===== src/verilog/cache_pkg.sv =====
package cache_pkg;

  //////////////////////////////////////////////////////////////////////
  // Cache geometry.
  //////////////////////////////////////////////////////////////////////
  localparam int LINE_WORDS = 8; // Sixteen-bit words held by one cache line.

  // Field view of a byte address, most significant field first.
  typedef struct packed {
    logic [5:0] tag;      // Compared against the stored tag of the line.
    logic [5:0] index;    // Selects one of the 64 lines.
    logic [2:0] offset;   // Word inside the line.
    logic       byte_sel; // Byte inside the word, not used by word fetches.
  } cache_fields_t;

  // The lookup decodes the fields, while the memory side counts on the raw word.
  typedef union packed {
    logic [15:0]   raw;    // Plain 16-bit address.
    cache_fields_t fields; // Same bits split into tag, index, offset and byte.
  } cache_addr_t;

  // One entry of the tag array.
  typedef struct packed {
    logic [5:0] tag;   // Tag of the block that lives in the line.
    logic       valid; // Line holds a complete block.
  } tag_entry_t;

  // Processor request, the strobe is high for a single cycle.
  typedef struct packed {
    logic        strobe; // Request is present this cycle.
    cache_addr_t addr;   // Byte address of the instruction word.
  } cpu_req_t;

  // Cache response, again a single-cycle strobe.
  typedef struct packed {
    logic        strobe; // Response is present this cycle.
    logic        hit;    // Set when the word came straight from the cache.
    logic [15:0] data;   // Instruction word.
  } cpu_rsp_t;

  typedef struct packed {
    logic        miss; // One-cycle strobe that starts a line fill.
    cache_addr_t addr; // Block base address, offset and byte bits are zero.
  } fill_cmd_t;

  typedef struct packed {
    logic        strobe; // Write one word into the data array.
    cache_addr_t addr;   // Address of the word being written.
    logic [15:0] data;   // Word returned by main memory.
  } fill_wr_t;

endpackage

===== src/verilog/cache_fill_ctrl.sv =====
`timescale 1ns/100ps

module cache_fill_ctrl #(
  parameter int MEM_LATENCY = 4 // Cycles from a memory address to its data.
) (
  input  logic                  clk,          // System clock.
  input  logic                  arst_n,       // Asynchronous reset, active low.
  input  cache_pkg::fill_cmd_t  cmd,          // Miss command from the lookup.
  input  logic                  grant,        // Memory may be used for the fill.
  input  logic                  mem_valid,    // Memory returns a word this cycle.
  input  logic [15:0]           mem_data,     // Word returned by memory.
  output logic                  mem_en,       // Memory read enable.
  output logic [15:0]           mem_addr,     // Memory read address.
  output cache_pkg::fill_wr_t   wr,           // Word write to the data array.
  output logic                  tag_wr,       // Tag write to the lookup.
  output cache_pkg::tag_entry_t tag_wr_entry, // Entry that goes with tag_wr.
  output logic                  fill_busy     // A line fill is in progress.
);

  typedef enum logic [1:0] {
    IDLE = 2'd0, // Waiting for a miss.
    WAIT = 2'd1, // Miss taken, waiting for the memory grant.
    SEND = 2'd2  // Streaming addresses and collecting the returned words.
  } state_t;

  localparam int CNT_W = $clog2(cache_pkg::LINE_WORDS);

  state_t                 state;
  state_t                 nxt_state;
  cache_pkg::cache_addr_t addr_q;                 // Address sent to memory.
  cache_pkg::cache_addr_t addr_dly [MEM_LATENCY]; // Addresses in flight.
  logic [CNT_W-1:0]       word_cnt;               // Words returned so far.
  logic                   load;       // Capture a new miss.
  logic                   set_mem_en; // Start the address stream.
  logic                   clr_mem_en; // Last address goes out this cycle.
  logic                   last_addr;
  logic                   last_word;
  logic                   fill_wr;

  //////////////////////////////////////////////////////////////////////
  // Memory address counter and delay chain.
  //////////////////////////////////////////////////////////////////////
  assign last_addr = addr_q.fields.offset == 3'(cache_pkg::LINE_WORDS - 1);

  always_ff @(posedge clk) begin
    if (load) begin
      addr_q <= cmd.addr; // Block base.
    end else if (mem_en && !last_addr) begin
      addr_q.raw <= addr_q.raw + 16'd2; // Next word, stops at the end of the line.
    end
  end

  assign mem_addr = addr_q.raw;

  // Each address is delayed by the memory latency, so the tail of the chain
  // names the word that memory is returning right now.
  always_ff @(posedge clk) begin
    addr_dly[0] <= addr_q;
    for (int i = 1; i < MEM_LATENCY; i++) begin
      addr_dly[i] <= addr_dly[i-1];
    end
  end

  //////////////////////////////////////////////////////////////////////
  // Word counter.
  //////////////////////////////////////////////////////////////////////
  always_ff @(posedge clk or negedge arst_n) begin
    if (!arst_n) begin
      word_cnt <= '0;
    end else if (load) begin
      word_cnt <= '0;
    end else if (fill_wr) begin
      word_cnt <= word_cnt + 1'b1; // Wraps back to zero with the eighth word.
    end
  end

  assign last_word = mem_valid & (word_cnt == CNT_W'(cache_pkg::LINE_WORDS - 1));

  //////////////////////////////////////////////////////////////////////
  // State register and set/clear flops.
  //////////////////////////////////////////////////////////////////////
  assign clr_mem_en = mem_en & last_addr; // Eight addresses have then been sent.

  always_ff @(posedge clk or negedge arst_n) begin
    if (!arst_n) begin
      state     <= IDLE;
      mem_en    <= 1'b0;
      fill_busy <= 1'b0;
    end else begin
      state <= nxt_state;
      if (set_mem_en) begin
        mem_en <= 1'b1;
      end else if (clr_mem_en) begin
        mem_en <= 1'b0;
      end
      if (load) begin
        fill_busy <= 1'b1;
      end else if (tag_wr) begin
        fill_busy <= 1'b0; // Line complete, the lookup may replay.
      end
    end
  end

  // Next state and strobes.
  always_comb begin
    nxt_state  = state;
    load       = 1'b0;
    set_mem_en = 1'b0;
    fill_wr    = 1'b0;
    tag_wr     = 1'b0;
    case (state)
      IDLE: begin
        load = cmd.miss;
        if (cmd.miss) nxt_state = WAIT;
      end
      WAIT: begin
        set_mem_en = grant; // mem_en stays low until memory is granted.
        if (grant) nxt_state = SEND;
      end
      SEND: begin
        fill_wr = mem_valid;
        tag_wr  = last_word; // Tag goes in with the eighth word.
        if (last_word) nxt_state = IDLE;
      end
      default: nxt_state = IDLE;
    endcase
  end

  assign wr.strobe = fill_wr;
  assign wr.addr   = addr_dly[MEM_LATENCY-1];
  assign wr.data   = mem_data;

  // Every word of the line carries the same tag.
  assign tag_wr_entry.tag   = addr_dly[MEM_LATENCY-1].fields.tag;
  assign tag_wr_entry.valid = 1'b1;

endmodule


===== config.mk =====
export PLATFORM = sky130hd
export DESIGN_NAME = cache_fill_ctrl
export DESIGN_NICKNAME = d
export VERILOG_FILES = /design/src/verilog/cache_pkg.sv /design/src/verilog/cache_fill_ctrl.sv
export SDC_FILE = /design/constraint.sdc
export NUM_CORES = 1
export LEC_CHECK = 0
export ABC_CLOCK_PERIOD_IN_PS = 2100
export CORE_MARGIN = 3
export CORE_UTILIZATION = 50
export DETAILED_ROUTE_END_ITERATION = 8
export DONT_BUFFER_PORTS = 1
export PLACE_DENSITY = 0.77
export SLEW_MARGIN = 20
export SYNTH_ARGS = -nofsm -noshare
export SYNTH_HDL_FRONTEND = slang
export SYNTH_SLANG_ARGS = --single-unit

===== constraint.sdc =====
create_clock -name clk -period 2.1 [get_ports clk]
set_input_delay 0.315 -clock clk [delete_from_list [all_inputs] [get_ports clk]]
set_output_delay 0.315 -clock clk [all_outputs]
set_load 0.01 [all_outputs]

==> impl_results.html <==
<table>
<tr><th>Metric</th><th>Value</th></tr>
<tr><th colspan="2">Logic synthesis</th></tr>
<tr><td>Synth Cell Area</td><td>2734 sq um</td></tr>
<tr><td>Simple logic cell fraction of the synthesized area</td><td>0.1071</td></tr>
<tr><td>Post-Syn Nets</td><td>between 200 and 250</td></tr>
<tr><td>Per-instance average area after synthesis</td><td>~13 sq um</td></tr>
<tr><td>Number of warning messages in the yosys log</td><td>0</td></tr>
<tr><td>Top cell type's share of synthesized area</td><td>0.4686</td></tr>
<tr><td>Multiplexer area fraction after synthesis</td><td>0.005492</td></tr>
<tr><td>Synthesized-area fraction occupied by ao, oa, aoi and oai cells</td><td>0.03524</td></tr>
<tr><td>Dominant combinational cell family by area after synthesis</td><td>simple AND/OR/NAND/NOR gates</td></tr>
<tr><td>Seq/Total Area, Yosys</td><td>0.7085</td></tr>
<tr><td>XOR/XNOR share of the synthesized area</td><td>0.03844</td></tr>
<tr><td>Cells after synthesis</td><td>roughly 210</td></tr>
<tr><td>Adder and majority gate portion of the synthesized area</td><td>0.01831</td></tr>
<tr><td>Unique cell type count in the Yosys netlist</td><td>34</td></tr>
<tr><td>Synthesis-stage register bit count</td><td>slightly below 90</td></tr>
<tr><td>Most area-consuming cells after synthesis</td><td>sky130_fd_sc_hd__dfxtp_1 47%, sky130_fd_sc_hd__edfxtp_1 18%, sky130_fd_sc_hd__buf_4 7.1%</td></tr>
<tr><td>Post-synth top area cell</td><td>sky130_fd_sc_hd__dfxtp_1</td></tr>
<tr><th colspan="2">Clocking</th></tr>
<tr><td>Buffer depth of the longest clock path</td><td>2</td></tr>
<tr><td>Skew-Pair Late Insertion Delay</td><td>~340 ps</td></tr>
<tr><td>Number of buffers created by CTS</td><td>9</td></tr>
<tr><td>Clock tree sinks</td><td>87</td></tr>
<tr><td>TritonCTS clock tree</td><td>done</td></tr>
<tr><td>Root cell of the clock tree</td><td>sky130_fd_sc_hd__clkbuf_8</td></tr>
<tr><td>Setup bufs post-CTS</td><td>0</td></tr>
<tr><td>Maximum level of the CTS H-tree</td><td>3</td></tr>
<tr><td>Worst-path clk slew</td><td>~80 ps</td></tr>
<tr><th colspan="2">Floorplanning</th></tr>
<tr><td>Width of the die</td><td>79.95 microns</td></tr>
<tr><td>Row count</td><td>26</td></tr>
<tr><td>Standard cell core area</td><td>about 5200 sq um</td></tr>
<tr><td>Starting density of the core</td><td>0.5252</td></tr>
<tr><td>Die outline area</td><td>between 6000 and 7000 sq um</td></tr>
<tr><td>Die Y-Extent</td><td>~80 microns</td></tr>
<tr><td>Number of ports placed on the die boundary</td><td>96</td></tr>
<tr><th colspan="2">Layout</th></tr>
<tr><td>Multi-input gate area in the final layout</td><td>between 500 and 600 sq um</td></tr>
<tr><td>Post-synthesis to final-layout area growth</td><td>3.204%</td></tr>
<tr><td>Commonest non-fill, non-tap cells in the layout</td><td>64 x sky130_fd_sc_hd__dfxtp_1, 23 x sky130_fd_sc_hd__nand2_1, 16 x sky130_fd_sc_hd__edfxtp_1</td></tr>
<tr><td>Leading cell type in the layout, fill and taps excluded</td><td>sky130_fd_sc_hd__dfxtp_1</td></tr>
<tr><td>Flip-flop and latch area</td><td>1937 sq um</td></tr>
<tr><td>Post-layout util</td><td>0.5421</td></tr>
<tr><td># nets final</td><td>~240</td></tr>
<tr><td>Number of filler instances in the final layout</td><td>about 450</td></tr>
<tr><td>Fraction of final layout cells with drive strength greater than 1</td><td>0.1407</td></tr>
<tr><th colspan="2">Critical path</th></tr>
<tr><td>Worst-case register-to-register setup slack</td><td>around 340 ps</td></tr>
<tr><td>Critical Path AT</td><td>approximately 1800 ps</td></tr>
<tr><td>Critical path fanouts, max</td><td>12</td></tr>
<tr><td>Start-to-end type of the worst setup path</td><td>reg2reg</td></tr>
<tr><td>Critical path endpoint category</td><td>flop</td></tr>
<tr><td>Required time of the critical path</td><td>~2200 ps</td></tr>
<tr><td>Worst Setup Start Kind</td><td>flop</td></tr>
<tr><td>Worst R2R Path Depth</td><td>5</td></tr>
<tr><th colspan="2">Run</th></tr>
<tr><td>Count of max-cap constraint violations</td><td>0</td></tr>
<tr><th colspan="2">Timing</th></tr>
<tr><td>Post-layout worst setup margin</td><td>340.2 ps</td></tr>
<tr><td>Setup TNS</td><td>0 ps</td></tr>
<tr><td>Final critical delay including setup and external delays</td><td>approximately 1800 ps</td></tr>
<tr><td>Achievable clock frequency</td><td>568.2 MHz</td></tr>
<tr><td>RSZ-0062 raised after global routing</td><td>no</td></tr>
<tr><td>Worst Clk Skew</td><td>between 7 and 8 ps</td></tr>
<tr><td>Period utilization</td><td>0.8380</td></tr>
<tr><td>Final number of hold-violating endpoints</td><td>0</td></tr>
<tr><td>Final setup violation count</td><td>0</td></tr>
<tr><td>Pins over their slew limit</td><td>0</td></tr>
<tr><th colspan="2">Route</th></tr>
<tr><td>Detailed-router iteration count before antenna repair</td><td>4</td></tr>
<tr><td>DRC violations left</td><td>0</td></tr>
<tr><td>Met1 WL</td><td>roughly 1.5 mm</td></tr>
<tr><td>DRT antenna net count</td><td>0</td></tr>
<tr><td>Post-DR wirelength/cell</td><td>between 10 and 15 microns</td></tr>
<tr><td>Via count</td><td>1258</td></tr>
<tr><td>Uppermost layer routed</td><td>met4</td></tr>
<tr><td>Wire length on met3</td><td>around 430 microns</td></tr>
<tr><td>Detailed Route WL</td><td>3.829 mm</td></tr>
<tr><td>DRT iter0 DRCs</td><td>44</td></tr>
<tr><td>Via density</td><td>roughly 4.7</td></tr>
<tr><td>Length of routed met2 wiring</td><td>1.848 mm</td></tr>
<tr><th colspan="2">Global routing</th></tr>
<tr><td>Number of global-route vias before repair</td><td>1212</td></tr>
<tr><td>First-pass GRT wire length</td><td>5.871 mm</td></tr>
<tr><td>Total routing usage reported by global routing</td><td>0.1287</td></tr>
<tr><td>Initial antenna violation count</td><td>1</td></tr>
<tr><td>Remaining global-route overflow</td><td>0</td></tr>
<tr><td>Largest net degree at the start of global routing</td><td>28</td></tr>
<tr><th colspan="2">Power</th></tr>
<tr><td>Worst vdd ir</td><td>about 0.77 mV</td></tr>
<tr><td>Static Leak</td><td>~1.1 nW</td></tr>
<tr><td>Total design power</td><td>around 5.0 mW</td></tr>
<tr><td>Total power divided by cell area</td><td>between 1500 and 2000 nW/um^2</td></tr>
<tr><th colspan="2">Placed design</th></tr>
<tr><td>Worst slack after detailed placement</td><td>about 350 ps</td></tr>
<tr><td>HPWL reported at the end of detailed placement</td><td>2.665 mm</td></tr>
<tr><td>Routability cong.</td><td>0.7314</td></tr>
<tr><td>Number of I/O port buffers</td><td>0</td></tr>
<tr><th colspan="2">Min path</th></tr>
<tr><td>Number of instances on the worst hold path</td><td>2</td></tr>
<tr><td>Class of the tightest hold or removal check</td><td>in2reg</td></tr>
<tr><th colspan="2">Status</th></tr>
<tr><td>Status</td><td>complete, no violations</td></tr>
</table>
==> worst paths after layout <==
path                                         from                       to
max reg2reg                 mem_addr[2]$_DFFE_PP_   mem_addr[11]$_DFFE_PP_
min reg2reg                addr_dly[0][0]$_DFF_P_   addr_dly[1][0]$_DFF_P_
min in group asynchronous                  arst_n     state[0]$_DFFE_PN0P_
min                                       cmd[16]     state[0]$_DFFE_PN0P_
max                         mem_addr[2]$_DFFE_PP_   mem_addr[11]$_DFFE_PP_
max in group asynchronous                  arst_n  word_cnt[2]$_DFFE_PN0P_
==> metal layers <==
layer,GRT usage,vias to the layer above
li1,-,634
met1,0.1280,566
met2,0.1962,47
met3,0.09142,11
met4,0.07264,0
met5,0,-
==> sequential cells by signal (all words and copies together) (netlist names) <==
register / cells
mem_en: 1
state: 2
fill_busy: 1
word_cnt: 3
mem_addr: 16
addr_dly: 64
==> worst max-delay path: stages, from the launching register on <==
cell	delay (ps)
sky130_fd_sc_hd__edfxtp_1	490
sky130_fd_sc_hd__ha_1	260
sky130_fd_sc_hd__ha_1	190
sky130_fd_sc_hd__nand2b_1	160
sky130_fd_sc_hd__nand2_1	200
sky130_fd_sc_hd__buf_12	180
==> layout make-up <==
cell class | count | area share
timing repair buffer | 3 | 0.01330
inverter | 5 | 0.008426
clock inverter | 6 | 0.01508
sequential | 87 | 0.6865
tap | 70 | 0.03104
clock buffer | 10 | 0.04523
multi-input combinational | 88 | 0.1996
antenna | 1 | 0.0008869
==> stage by stage <==
stage          hold WS [ps]  area, sq um  instances
6_report              133.4         2821        270
5_1_grt               113.7         2821        270
4_1_cts               106.7         2819        269
3_5_place_dp          19.56         2639        252
3_3_place_gp          19.61         2639        252
2_1_floorplan         19.41         2734        208
==> power breakdown <==
| group | total (mW) | switching (mW) | internal, mW |
|---|---|---|---|
| clock network | 0.992 | 0.557 | 0.435 |
| logic | 0.714 | 0.399 | 0.314 |
| registers | 3.28 | 0.634 | 2.65 |
==> cells by family (layout without fill, tap and decap cells) <==
group	Yosys count	in the layout
other	1	2
adder cells (fa/ha/maj)	4	4
XOR/XNOR	12	12
AO/OA/AOI/OAI	17	17
flip-flops	87	87
multiplexers	1	1
buffers and inverters	33	24
AND/OR/NAND/NOR	53	53
==> what timing repair did <==
item / CTS / global route
gates resized for setup: 0 / 0
hold buffers: 1 / 0
endpoints found under the hold margin: 7 / 0
==> synth_stat cells <==
cell                        n
sky130_fd_sc_hd__nor2_1     5
sky130_fd_sc_hd__nand3_2    2
sky130_fd_sc_hd__dfxtp_1   64
sky130_fd_sc_hd__o21ai_1    3
sky130_fd_sc_hd__xnor2_1   10
sky130_fd_sc_hd__buf_4     26
sky130_fd_sc_hd__ha_1       4
sky130_fd_sc_hd__nor3_1     3
sky130_fd_sc_hd__clkbuf_1   1
sky130_fd_sc_hd__nor2_2     1
sky130_fd_sc_hd__and2_1     2
sky130_fd_sc_hd__nand4_1    2
sky130_fd_sc_hd__mux2_4     1
sky130_fd_sc_hd__nor4_2     3
sky130_fd_sc_hd__buf_6      1
sky130_fd_sc_hd__conb_1     1
sky130_fd_sc_hd__clkinv_4   1
sky130_fd_sc_hd__edfxtp_1  16
sky130_fd_sc_hd__a22o_1     2
sky130_fd_sc_hd__nand2b_1   3
sky130_fd_sc_hd__o21ai_0    8
sky130_fd_sc_hd__nand3b_1   2
sky130_fd_sc_hd__xor2_1     2
sky130_fd_sc_hd__nand3_1    2
sky130_fd_sc_hd__inv_1      4
sky130_fd_sc_hd__dfrtp_1    7
sky130_fd_sc_hd__and3b_1    1
sky130_fd_sc_hd__a21oi_1    3
sky130_fd_sc_hd__nand2_1   23
sky130_fd_sc_hd__nand2_2    1
sky130_fd_sc_hd__or2_1      1
sky130_fd_sc_hd__nor4_1     1
sky130_fd_sc_hd__nand4_2    1
sky130_fd_sc_hd__o21ai_2    1
Note: power is estimated with default switching activity, not from simulation.
