## src/verilog/cache_pkg.sv

```systemverilog
package cache_pkg;

  //////////////////////////////////////////////////////////////////////
  // Cache geometry.
  //////////////////////////////////////////////////////////////////////
  localparam int LINE_WORDS = 8; // Sixteen-bit words held by one cache line.

  // Field view of a byte address, most significant field first.
  typedef struct packed {
    logic [5:0] tag;      // Compared against the stored tag of the line.
    logic [5:0] index;    // Selects one of the 64 lines.
    logic [2:0] offset;   // Word inside the line.
    logic       byte_sel; // Byte inside the word, not used by word fetches.
  } cache_fields_t;

  // The lookup decodes the fields, while the memory side counts on the raw word.
  typedef union packed {
    logic [15:0]   raw;    // Plain 16-bit address.
    cache_fields_t fields; // Same bits split into tag, index, offset and byte.
  } cache_addr_t;

  // One entry of the tag array.
  typedef struct packed {
    logic [5:0] tag;   // Tag of the block that lives in the line.
    logic       valid; // Line holds a complete block.
  } tag_entry_t;

  // Processor request, the strobe is high for a single cycle.
  typedef struct packed {
    logic        strobe; // Request is present this cycle.
    cache_addr_t addr;   // Byte address of the instruction word.
  } cpu_req_t;

  // Cache response, again a single-cycle strobe.
  typedef struct packed {
    logic        strobe; // Response is present this cycle.
    logic        hit;    // Set when the word came straight from the cache.
    logic [15:0] data;   // Instruction word.
  } cpu_rsp_t;

  typedef struct packed {
    logic        miss; // One-cycle strobe that starts a line fill.
    cache_addr_t addr; // Block base address, offset and byte bits are zero.
  } fill_cmd_t;

  typedef struct packed {
    logic        strobe; // Write one word into the data array.
    cache_addr_t addr;   // Address of the word being written.
    logic [15:0] data;   // Word returned by main memory.
  } fill_wr_t;

endpackage
```

## src/verilog/cache_lookup.sv

```systemverilog
`timescale 1ns/100ps

module cache_lookup (
  input  logic                  clk,          // System clock.
  input  logic                  arst_n,       // Asynchronous reset, active low.
  input  cache_pkg::cpu_req_t   req,          // Request from the processor.
  input  logic                  tag_wr,       // Tag write from the fill controller.
  input  cache_pkg::tag_entry_t tag_wr_entry, // Entry that goes with tag_wr.
  input  logic                  fill_busy,    // Fill controller is working on a line.
  output cache_pkg::fill_cmd_t  cmd,          // Miss command to the fill controller.
  output logic [5:0]            rd_index,     // Line to read from the data array.
  output logic [2:0]            rd_offset,    // Word to read from the data array.
  output logic                  rsp_valid,    // Response strobe.
  output logic                  rsp_hit,      // Response came from a hit.
  output logic                  busy          // Requester must hold off while high.
);

  cache_pkg::cache_addr_t req_q;  // Request address held until it is answered.
  logic                   req_v;  // A request was taken in the previous cycle.
  logic [5:0]             tag_mem [64];
  logic [63:0]            valid_q; // One valid bit per line.
  cache_pkg::tag_entry_t  tag_rd;  // Entry of the line the held request maps to.
  logic                   hit;
  logic                   busy_q;   // A miss is outstanding.
  logic                   replay;   // Fill has ended, read the held request again.
  logic                   replay_q; // Data array answers the replay this cycle.

  //////////////////////////////////////////////////////////////////////
  // Request register.
  //////////////////////////////////////////////////////////////////////
  always_ff @(posedge clk or negedge arst_n) begin
    if (!arst_n) begin
      req_v <= 1'b0;
    end else begin
      req_v <= req.strobe; // Only a one-cycle flag, the address lives on in req_q.
    end
  end

  // The address is kept after the strobe so that a miss can be replayed.
  always_ff @(posedge clk) begin
    if (req.strobe) begin
      req_q <= req.addr;
    end
  end

  //////////////////////////////////////////////////////////////////////
  // Tag array. The fill always targets the line of the held request.
  //////////////////////////////////////////////////////////////////////
  always_ff @(posedge clk) begin
    if (tag_wr) begin
      tag_mem[req_q.fields.index] <= tag_wr_entry.tag;
    end
  end

  always_ff @(posedge clk or negedge arst_n) begin
    if (!arst_n) begin
      valid_q <= '0; // Every line starts out empty.
    end else if (tag_wr) begin
      valid_q[req_q.fields.index] <= tag_wr_entry.valid;
    end
  end

  assign tag_rd.tag   = tag_mem[req_q.fields.index];
  assign tag_rd.valid = valid_q[req_q.fields.index];

  // An invalid line never hits, whatever its stale tag holds.
  assign hit = req_v & tag_rd.valid & (tag_rd.tag == req_q.fields.tag);

  // A miss asks for the whole block, so the low four bits are cleared.
  assign cmd.miss     = req_v & ~hit;
  assign cmd.addr.raw = {req_q.raw[15:4], 4'h0};

  //////////////////////////////////////////////////////////////////////
  // Miss and replay control.
  //////////////////////////////////////////////////////////////////////
  // The fill controller raises fill_busy on the same edge that sets busy_q,
  // so the first cycle with busy_q high and fill_busy low is the end of the fill.
  assign replay = busy_q & ~fill_busy;

  always_ff @(posedge clk or negedge arst_n) begin
    if (!arst_n) begin
      busy_q   <= 1'b0;
      replay_q <= 1'b0;
    end else begin
      replay_q <= replay; // The registered read is ready one cycle later.
      if (cmd.miss) begin
        busy_q <= 1'b1;
      end else if (replay) begin
        busy_q <= 1'b0; // Drops together with the replay response.
      end
    end
  end

  assign busy = busy_q | cmd.miss; // High already in the cycle the miss is seen.

  // A replay reports hit low, which marks the long latency to the requester.
  assign rsp_valid = hit | replay_q;
  assign rsp_hit   = hit;

  // Hits read with the incoming address. The replay reads the held one.
  assign rd_index  = replay ? req_q.fields.index  : req.addr.fields.index;
  assign rd_offset = replay ? req_q.fields.offset : req.addr.fields.offset;

endmodule

```

## config.mk

```make
export PLATFORM = sky130hd
export DESIGN_NAME = cache_lookup
export DESIGN_NICKNAME = d
export VERILOG_FILES = /design/src/verilog/cache_pkg.sv /design/src/verilog/cache_lookup.sv
export SDC_FILE = /design/constraint.sdc
export NUM_CORES = 1
export LEC_CHECK = 0
export BUFFER_PORTS_ARGS = -buffer_cell sky130_fd_sc_hd__buf_2
export CELL_PAD_IN_SITES_DETAIL_PLACEMENT = 2
export CELL_PAD_IN_SITES_GLOBAL_PLACEMENT = 2
export CORE_MARGIN = 2
export CORE_UTILIZATION = 47
export CTS_CLUSTER_DIAMETER = 60
export DETAILED_ROUTE_END_ITERATION = 10
export GPL_ROUTABILITY_DRIVEN = 0
export PLACE_DENSITY = 0.8
export SYNTH_ARGS = -nofsm -noshare
export SYNTH_HDL_FRONTEND = slang
export SYNTH_SLANG_ARGS = --single-unit
export TNS_END_PERCENT = 20
```

## constraint.sdc

```tcl
create_clock -name clk -period 4 [get_ports clk]
set_input_delay 0.8 -clock clk [delete_from_list [all_inputs] [get_ports clk]]
set_output_delay 0.8 -clock clk [all_outputs]
set_load 0.05 [all_outputs]
```

==> results of run 1 <==
-- synth_stat cells, types with 8 or more instances --
library cell	instances
edfxtp_1	399
mux2i_1	87
mux2_2	86
nor2_1	82
dfrtp_1	67
mux4_2	58
nand2_1	40
a22oi_1	32
clkbuf_1	28
nand3_1	28
buf_4	24
buf_2	21
nor2b_1	19
a21oi_1	14
inv_1	11
nand2b_1	9
o21ai_0	9
a211oi_1	8
a22o_1	8
o2111ai_1	8
-- metrics by stage --
stage,setup slack [ps],hold WS (ps),std cells,util (%)
floorplan,104.6,472.7,1132,-
global placement,14.37,484.7,1737,50.97
detailed placement,-100.7,496.1,1737,50.97
CTS,-572.6,352.3,1837,55.55
global route,-719.4,371.6,1839,55.78
finish,-644.8,347.6,1839,55.78
-- area by class of cell --
class / count / share of cell area (%)
Clock buffer: 67 / 6.306
Clock inverter: 25 / 0.9998
Inverter: 11 / 0.1813
Multi-Input combinational cell: 570 / 23.36
Sequential cell: 472 / 60.54
Tap cell: 532 / 2.922
Timing Repair Buffer: 162 / 5.691
-- critical path, stage by stage, from the launching register on --
cell	delay [ps]
dfxtp_4	360
buf_12	150
buf_16	160
buf_12	140
mux4_2	560
a221oi_4	420
xor2_2	250
a21oi_4	130
a211o_4	360
nor3_4	280
a31o_1	230
buf_6	170
-- sequential cells by signal (all words and copies together), names as in the netlist, named ones only --
name and flops:
replay_q 1, valid_q 64, req_q 15, tag_mem 384
req_v 1, busy_q 1
-- metal layers --
metal	vias to the layer above	wire length, um	track usage, %
met4	0	3932	17.44
met2	751	34220	53.97
li1	4702	-	-
met1	6371	27330	41.64
met5	-	0	0
met3	207	5638	8.003
-- cells by family (layout without fill, tap and decap cells) --
| group | Yosys count | after routing | synth area share [%] |
|---|---|---|---|
| AOI/OAI and AO/OA | 114 | 114 | 4.458 |
| xor gates and xnor gates | 10 | 10 | 0.4509 |
| buffers and inverters | 90 | 265 | 2.415 |
| DFF | 472 | 472 | 70.93 |
| muxes | 236 | 236 | 16.73 |
| other | 1 | 4 | 0.01931 |
| and+or+nand+nor | 206 | 206 | 4.992 |
-- power groups by stage --
stage | combinational (mW) | sequential (mW) | clock, mW
2_1_floorplan | 0.799 | 5.66 | 0
3_3_place_gp | 1.23 | 5.71 | 0
3_5_place_dp | 1.31 | 5.73 | 0
4_1_cts | 1.42 | 5.64 | 4.85
5_1_grt | 1.52 | 5.66 | 5.00
6_report | 1.47 | 5.65 | 4.83
-- what timing repair did --
| action | 4_1_cts | 5_1_grt |
|---|---|---|
| resized for setup | 30 | 13 |
| setup endpoints to repair | 4 | 4 |
| buffers inserted | 8 | 2 |
| pin swaps | 11 | 6 |
-- final timing paths --
check | startpoint | endpoint
worst min register to register | valid_q[17] | valid_q[17]
min in group clk | req[13] | req_q[13]
worst max-delay path | flop | rsp_valid
worst min-delay path | arst_n | valid_q[7]
max in group asynchronous | arst_n | valid_q[14]
worst max register to register | req_q[5] | valid_q[21]
==> impl_results.md, run 1 <==
- Status: complete, but fails checks
- Violated checks: negative setup slack
- Cells on worst reg2reg path: 6
- DRT Pass-1 Iters: 6
- Grt ovf: 0
- Total power: between 10 and 15 mW
- TritonCTS buffer count: 50
- Filler cell count: ~3.5k
- Post-detailed-route count of antenna-violating nets: 0
- Peak VDD IR: 0.3981 mV
- IO Port Bufs: slightly above 50
- FF+latch area: around 0.014 mm2
- Switching pwr: ~3.1 mW
- Slew Viols, Final: 0
- Placed Area: roughly 0.021 mm2
- Routed vias/inst: approximately 6.5
- Core area: around 0.041 mm2
- Clock power frac: slightly above 40%
- Max-cap violations: 0
- Antenna diodes: 0
- Worst Path Max Fanout: 7
- Area Growth Syn to Fin: 17.26%
- Area share of the largest cell type after synthesis: between 60 and 70%
- CTS tree: done
- Drt total wl: slightly above 70 mm
- Number of remaining DRC errors: 0
- Commonest cells after routing, fill and taps aside: edfxtp_1 (399), buf_4 (96), mux2i_1 (87), mux2_2 (86), nor2_1 (81)
- Sum Neg Setup Slack: -2426 ps
- Boundary pin count: 57
- Synth Flop Type: edfxtp_1
- Gr usage total: around a third
- EDFF count, synth: ~400
- Synth unique cells: about 60
- Pint: just under 9 mW
- Iter 0 DRT Violations: ~1.2k
- Dominant cells by area after synthesis: edfxtp_1 (62%), dfrtp_1 (8.6%), mux4_2 (6.7%)
- Post-CTS Hold Buffers: 0
- Max Clock Skew: approximately 35 ps
- Share of total power in combinational logic: about 12%
- Num Clock Sinks: ~470
- R2R Setup Slk: 890 ps
- Critical Path AT: between 3000 and 4000 ps
- Fmax: 0.2153 GHz
- Critical Path Start Type: flop
- Seq/Total Area, Yosys: 70.93%
- Number of global-route vias before repair: roughly 13k
- Post-Syn Area: 0.01942 mm2
- # H-tree levels: 2
- RSZ-0062 raised after global routing: yes
- Area occupied by multi-input gates: approximately 0.0053 mm2
- Largest net degree at the start of global routing: between 60 and 70
- Die Y: around 210 um
- Leak pwr: between 8 and 9 nW
- Global-route wire length before repair: a little over 100 mm
- Final setup vio count: 4
- Dpl hpwl: about 43 mm
- Layout cells sized above 1: between 30% and 40%
- Rel. slew slack: between 3 and 4%
- Clk_lat worst skew: between 600 and 700 ps
- Hold Fails Final Rpt: 0
- Synthesized instance count: about 1.1k
- Post-route cell area: around 0.023 mm2
- Cell taking the most area after synthesis: edfxtp_1
- Synth warnings: 0
- Nets@finish: between 1k and 1.5k
- Period utilization: 116.1%
- Switching share of power: about a quarter
- Vias: 12.03k
- Clock root cell: clkbuf_16
- CP Data Required Time: 3200 ps
- Die ar.: between 0.04 and 0.05 mm2
- Wire per inst: slightly below 40 um
- #FFs+latches synth: between 400 and 500
- PnR worst setup slack: -644.8 ps
- Actual slew at the worst max-slew pin: around 1500 ps
- Max Root-Sink Buffers: 3
- Clock slew at reported path FFs: approximately 70 ps
- Power Dens Cells: about 520 mW/mm2
- Initial antenna violation count: 0
- Commonest non-fill, non-tap cell in the layout: edfxtp_1
- Critical path type: reg -> out
- Crit end category: primary output
- Starting Density: a little under half
- Die Width: approximately 210 um
- Synth async-reset ratio: between 10% and 20%
- Hold crit path type: in -> async
- Part of the power in registers: about 47%
- Row cnt: 74
- Crit path time final: around 4600 ps
- Syn_area_per_cell: roughly 17 um2
Note: power is estimated with default switching activity, not from simulation.
==> inputs of run 2 (changes only) <==
- CTS_CLUSTER_SIZE: not set -> 24
- TNS_END_PERCENT: 20 -> not set
==> run 2 against run 1 <==
Against the previous run: the flow still finishes with violations (negative setup slack); setup slack better by 64 ps; sequential power hardly changed; first-iteration DRC count is 6.7% higher; combinational power hardly changed; clock power is 17% lower; power is 7.4% lower; maximum frequency is 1.4% higher; routed wire length is 6.0% lower; critical endpoint is now busy; highest routed layer unchanged.
==> impl_results.md, run 2 (synthesis results as in run 1) <==
- Status: complete, but fails checks (unchanged)
- Violated checks: negative setup slack (unchanged)
- Largest reg by FF count: tag_mem (unchanged)
- Max-cap violations: 0 (unchanged)
- Critical Path Start Type: flop (unchanged)
- Hold Fails Final Rpt: 0 (unchanged)
- Critical path type: reg -> out (unchanged)
- Total power: 11.06 mW (was 11.95 mW)
- Max Root-Sink Buffers: 3 (unchanged)
- Die ar.: 0.04297 mm2 (unchanged)
- Most frequent cell on the critical path: buf_4 (was buf_12)
- Initial antenna violation count: 2 (was 0)
- Area occupied by multi-input gates: 0.005301 mm2 (was 0.005320 mm2)
- # H-tree levels: 2 (unchanged)
- Crit path time final: 4580 ps (was 4645 ps)
- Crit end category: primary output (unchanged)
- Dpl hpwl: 42.94 mm (unchanged)
- Cells on worst reg2reg path: 11 (was 6)
- Part of the power in registers: 50.9% (was 47.3%)
- Routed vias/inst: 6.471 (was 6.542)
- Area Growth Syn to Fin: 15.14% (was 17.26%)
- Switching share of power: 27.44% (was 26.11%)
- Critical Path AT: 3780 ps (was 3840 ps)
- Gr usage total: 31.35% (was 33.23%)
- Post-detailed-route count of antenna-violating nets: 0 (unchanged)
- Peak VDD IR: 0.3174 mV (was 0.3981 mV)
- Max reg flops: 384 (unchanged)
- Clock root cell: clkbuf_16 (unchanged)
- Pint: 8.028 mW (was 8.832 mW)
- Starting Density: 47.57% (unchanged)
- Max Clock Skew: 33.08 ps (was 35.07 ps)
- Clock power frac: 36.1% (was 40.4%)
- Row cnt: 74 (unchanged)
- Boundary pin count: 57 (unchanged)
- Wire per inst: 36.88 um (was 38.68 um)
- Reg-to-reg endpoint: busy_q (was valid_q[21])
- Worst Path Max Fanout: 8 (was 7)
- Commonest non-fill, non-tap cell in the layout: edfxtp_1 (unchanged)
- CP Data Required Time: 3200 ps (about the same)
- Fmax: 0.2183 GHz (was 0.2153 GHz)
- Share of total power in combinational logic: 13.0% (was 12.3%)
- Slew Viols, Final: 0 (unchanged)
- Drt total wl: 66.83 mm (was 71.13 mm)
- CP peak stage delay: 470 ps (was 560 ps)
- IO Port Bufs: 51 (unchanged)
- Layout cells sized above 1: 31.35% (was 31.83%)
- Filler cell count: 3556 (was 3492)
- Die Width: 207.3 um (unchanged)
- RSZ-0062 raised after global routing: yes (unchanged)
- Rel. slew slack: 9.924% (was 3.124%)
- DRT Pass-1 Iters: 6 (unchanged)
- Final setup vio count: 4 (unchanged)
- Num Clock Sinks: 472 (unchanged)
- TritonCTS buffer count: 35 (was 50)
- FF+latch area: 0.01379 mm2 (unchanged)
- Switching pwr: 3.036 mW (was 3.121 mW)
- Largest net degree at the start of global routing: 68 (unchanged)
- Die Y: 207.3 um (unchanged)
- Biggest regs: tag_mem x384, valid_q x64, req_q x15 (unchanged)
- Clk_lat worst skew: 590 ps (was 610 ps)
- Slowest stage cell on the critical path: and2_1 (was mux4_2)
- Actual slew at the worst max-slew pin: 1351 ps (was 1453 ps)
- Post-CTS Hold Buffers: 0 (unchanged)
- Worst hold slack: 371.6 ps (was 347.6 ps)
- Number of remaining DRC errors: 0 (unchanged)
- Grt ovf: 0 (unchanged)
- R2R Setup Slk: 850 ps (was 890 ps)
- Period utilization: 114.5% (was 116.1%)
- Number of global-route vias before repair: 12.86k (was 13.20k)
- CP Cell Sequence: buf_12 > buf_4 > buf_4 > and2_1 > a22oi_1 > nand4b_1 > o31ai_2 > nor2_1 > xnor2_1 > o32ai_2 > buf_4 > o2111ai_2 > buf_6 (was buf_12 > buf_16 > buf_12 > mux4_2 > a221oi_4 > xor2_2 > a21oi_4 > a211o_4 > nor3_4 > a31o_1 > buf_6)
- Clock slew at reported path FFs: 90 ps (was 70 ps)
- CTS tree: done (unchanged)
- Nets@finish: 1281 (was 1295)
- Vias: 11.73k (was 12.03k)
- Core area: 0.04083 mm2 (unchanged)
- Hold crit path type: in -> async (unchanged)
- Commonest cells after routing, fill and taps aside: edfxtp_1 (399), buf_4 (94), mux2_2 (86), mux2i_1 (86), nor2_1 (81) (was edfxtp_1 (399), buf_4 (96), mux2i_1 (87), mux2_2 (86), nor2_1 (81))
- Iter 0 DRT Violations: 1331 (was 1247)
- Leak pwr: 7.946 nW (was 8.162 nW)
- Power Dens Cells: 494.7 mW/mm2 (was 524.8 mW/mm2)
- Global-route wire length before repair: 95.72 mm (was 100.7 mm)
- PnR worst setup slack: -580.4 ps (was -644.8 ps)
==> run 2: cell types whose count changed in the layout (fill, tap and decap cells not counted), sizes merged <==
| cell | previous run | this run |
|---|---|---|
| clkinv | 19 | 8 |
| inv | 13 | 23 |
| clkbuf | 67 | 40 |
| clkinvlp | 0 | 1 |
| buf | 162 | 163 |
| bufinv | 4 | 2 |
| diode | 0 | 1 |
==> run 2: layout make-up <==
class | count | share of cell area, %
multi-input combinational | 570 | 23.70
sequential | 472 | 61.66
clock inverter | 23 | 1.309
tap | 532 | 2.976
inverter | 11 | 0.1846
timing repair buffer | 163 | 5.829
clock buffer | 40 | 4.330
antenna | 1 | 0.01119
==> run 2: layer usage <==
metal / GRT usage, % / wire (um) / vias up
met5: 0 / 0 / -
met4: 14.33 / 3164 / 0
met3: 7.005 / 5143 / 179
met2: 50.97 / 32490 / 658
met1: 40.53 / 26030 / 6236
li1: - / - / 4652
==> run 2: worst max-delay path by stage <==
stage                     start  endpoint  slack, ps  depth (start not counted)
after floorplan            flop   cmd[16]        100                         10
after global placement     flop   rsp_hit         10                         10
after detailed placement   flop      busy       -100                         12
after CTS                  flop      busy       -510                         12
after global routing       flop      busy       -640                         11
final                      flop      busy       -580                         13
==> run 2: worst max-delay path: cells and delay by family (launching register included) <==
| family | cells | cell delay [ps] |
|---|---|---|
| buf+inv | 5 | 910 |
| flops | 1 | 380 |
| xor+xnor | 1 | 160 |
| compound gates | 4 | 770 |
| simple gates | 3 | 950 |
==> run 2: timing repair <==
action                     4_1_cts  5_1_grt
resized for setup               30        9
setup buffers                   10        0
pin swaps                       12        6
setup endpoints to repair        4        4
cloned                           1        0
==> run 2: through the flow <==
stage	instances	cell area, um2	setup WS, ps	utilization [%]	TNS (ps)
final	1812	22370	-580.4	54.77	-2233
after global routing	1811	22360	-638.9	54.77	-2318
after CTS	1811	22330	-514.3	54.69	-1855
after detailed placement	1737	20810	-100.7	50.97	-328.2
after global placement	1737	20810	14.37	50.97	0
after floorplan	1132	19440	104.6	-	0
==> run 2: power groups by stage <==
stage	logic [mW]	registers (mW)	clock network (mW)
after global routing	1.49	5.65	4.17
after CTS	1.41	5.62	4.03
final	1.44	5.63	4.00
after floorplan	0.799	5.66	0
after detailed placement	1.31	5.73	0
after global placement	1.23	5.71	0
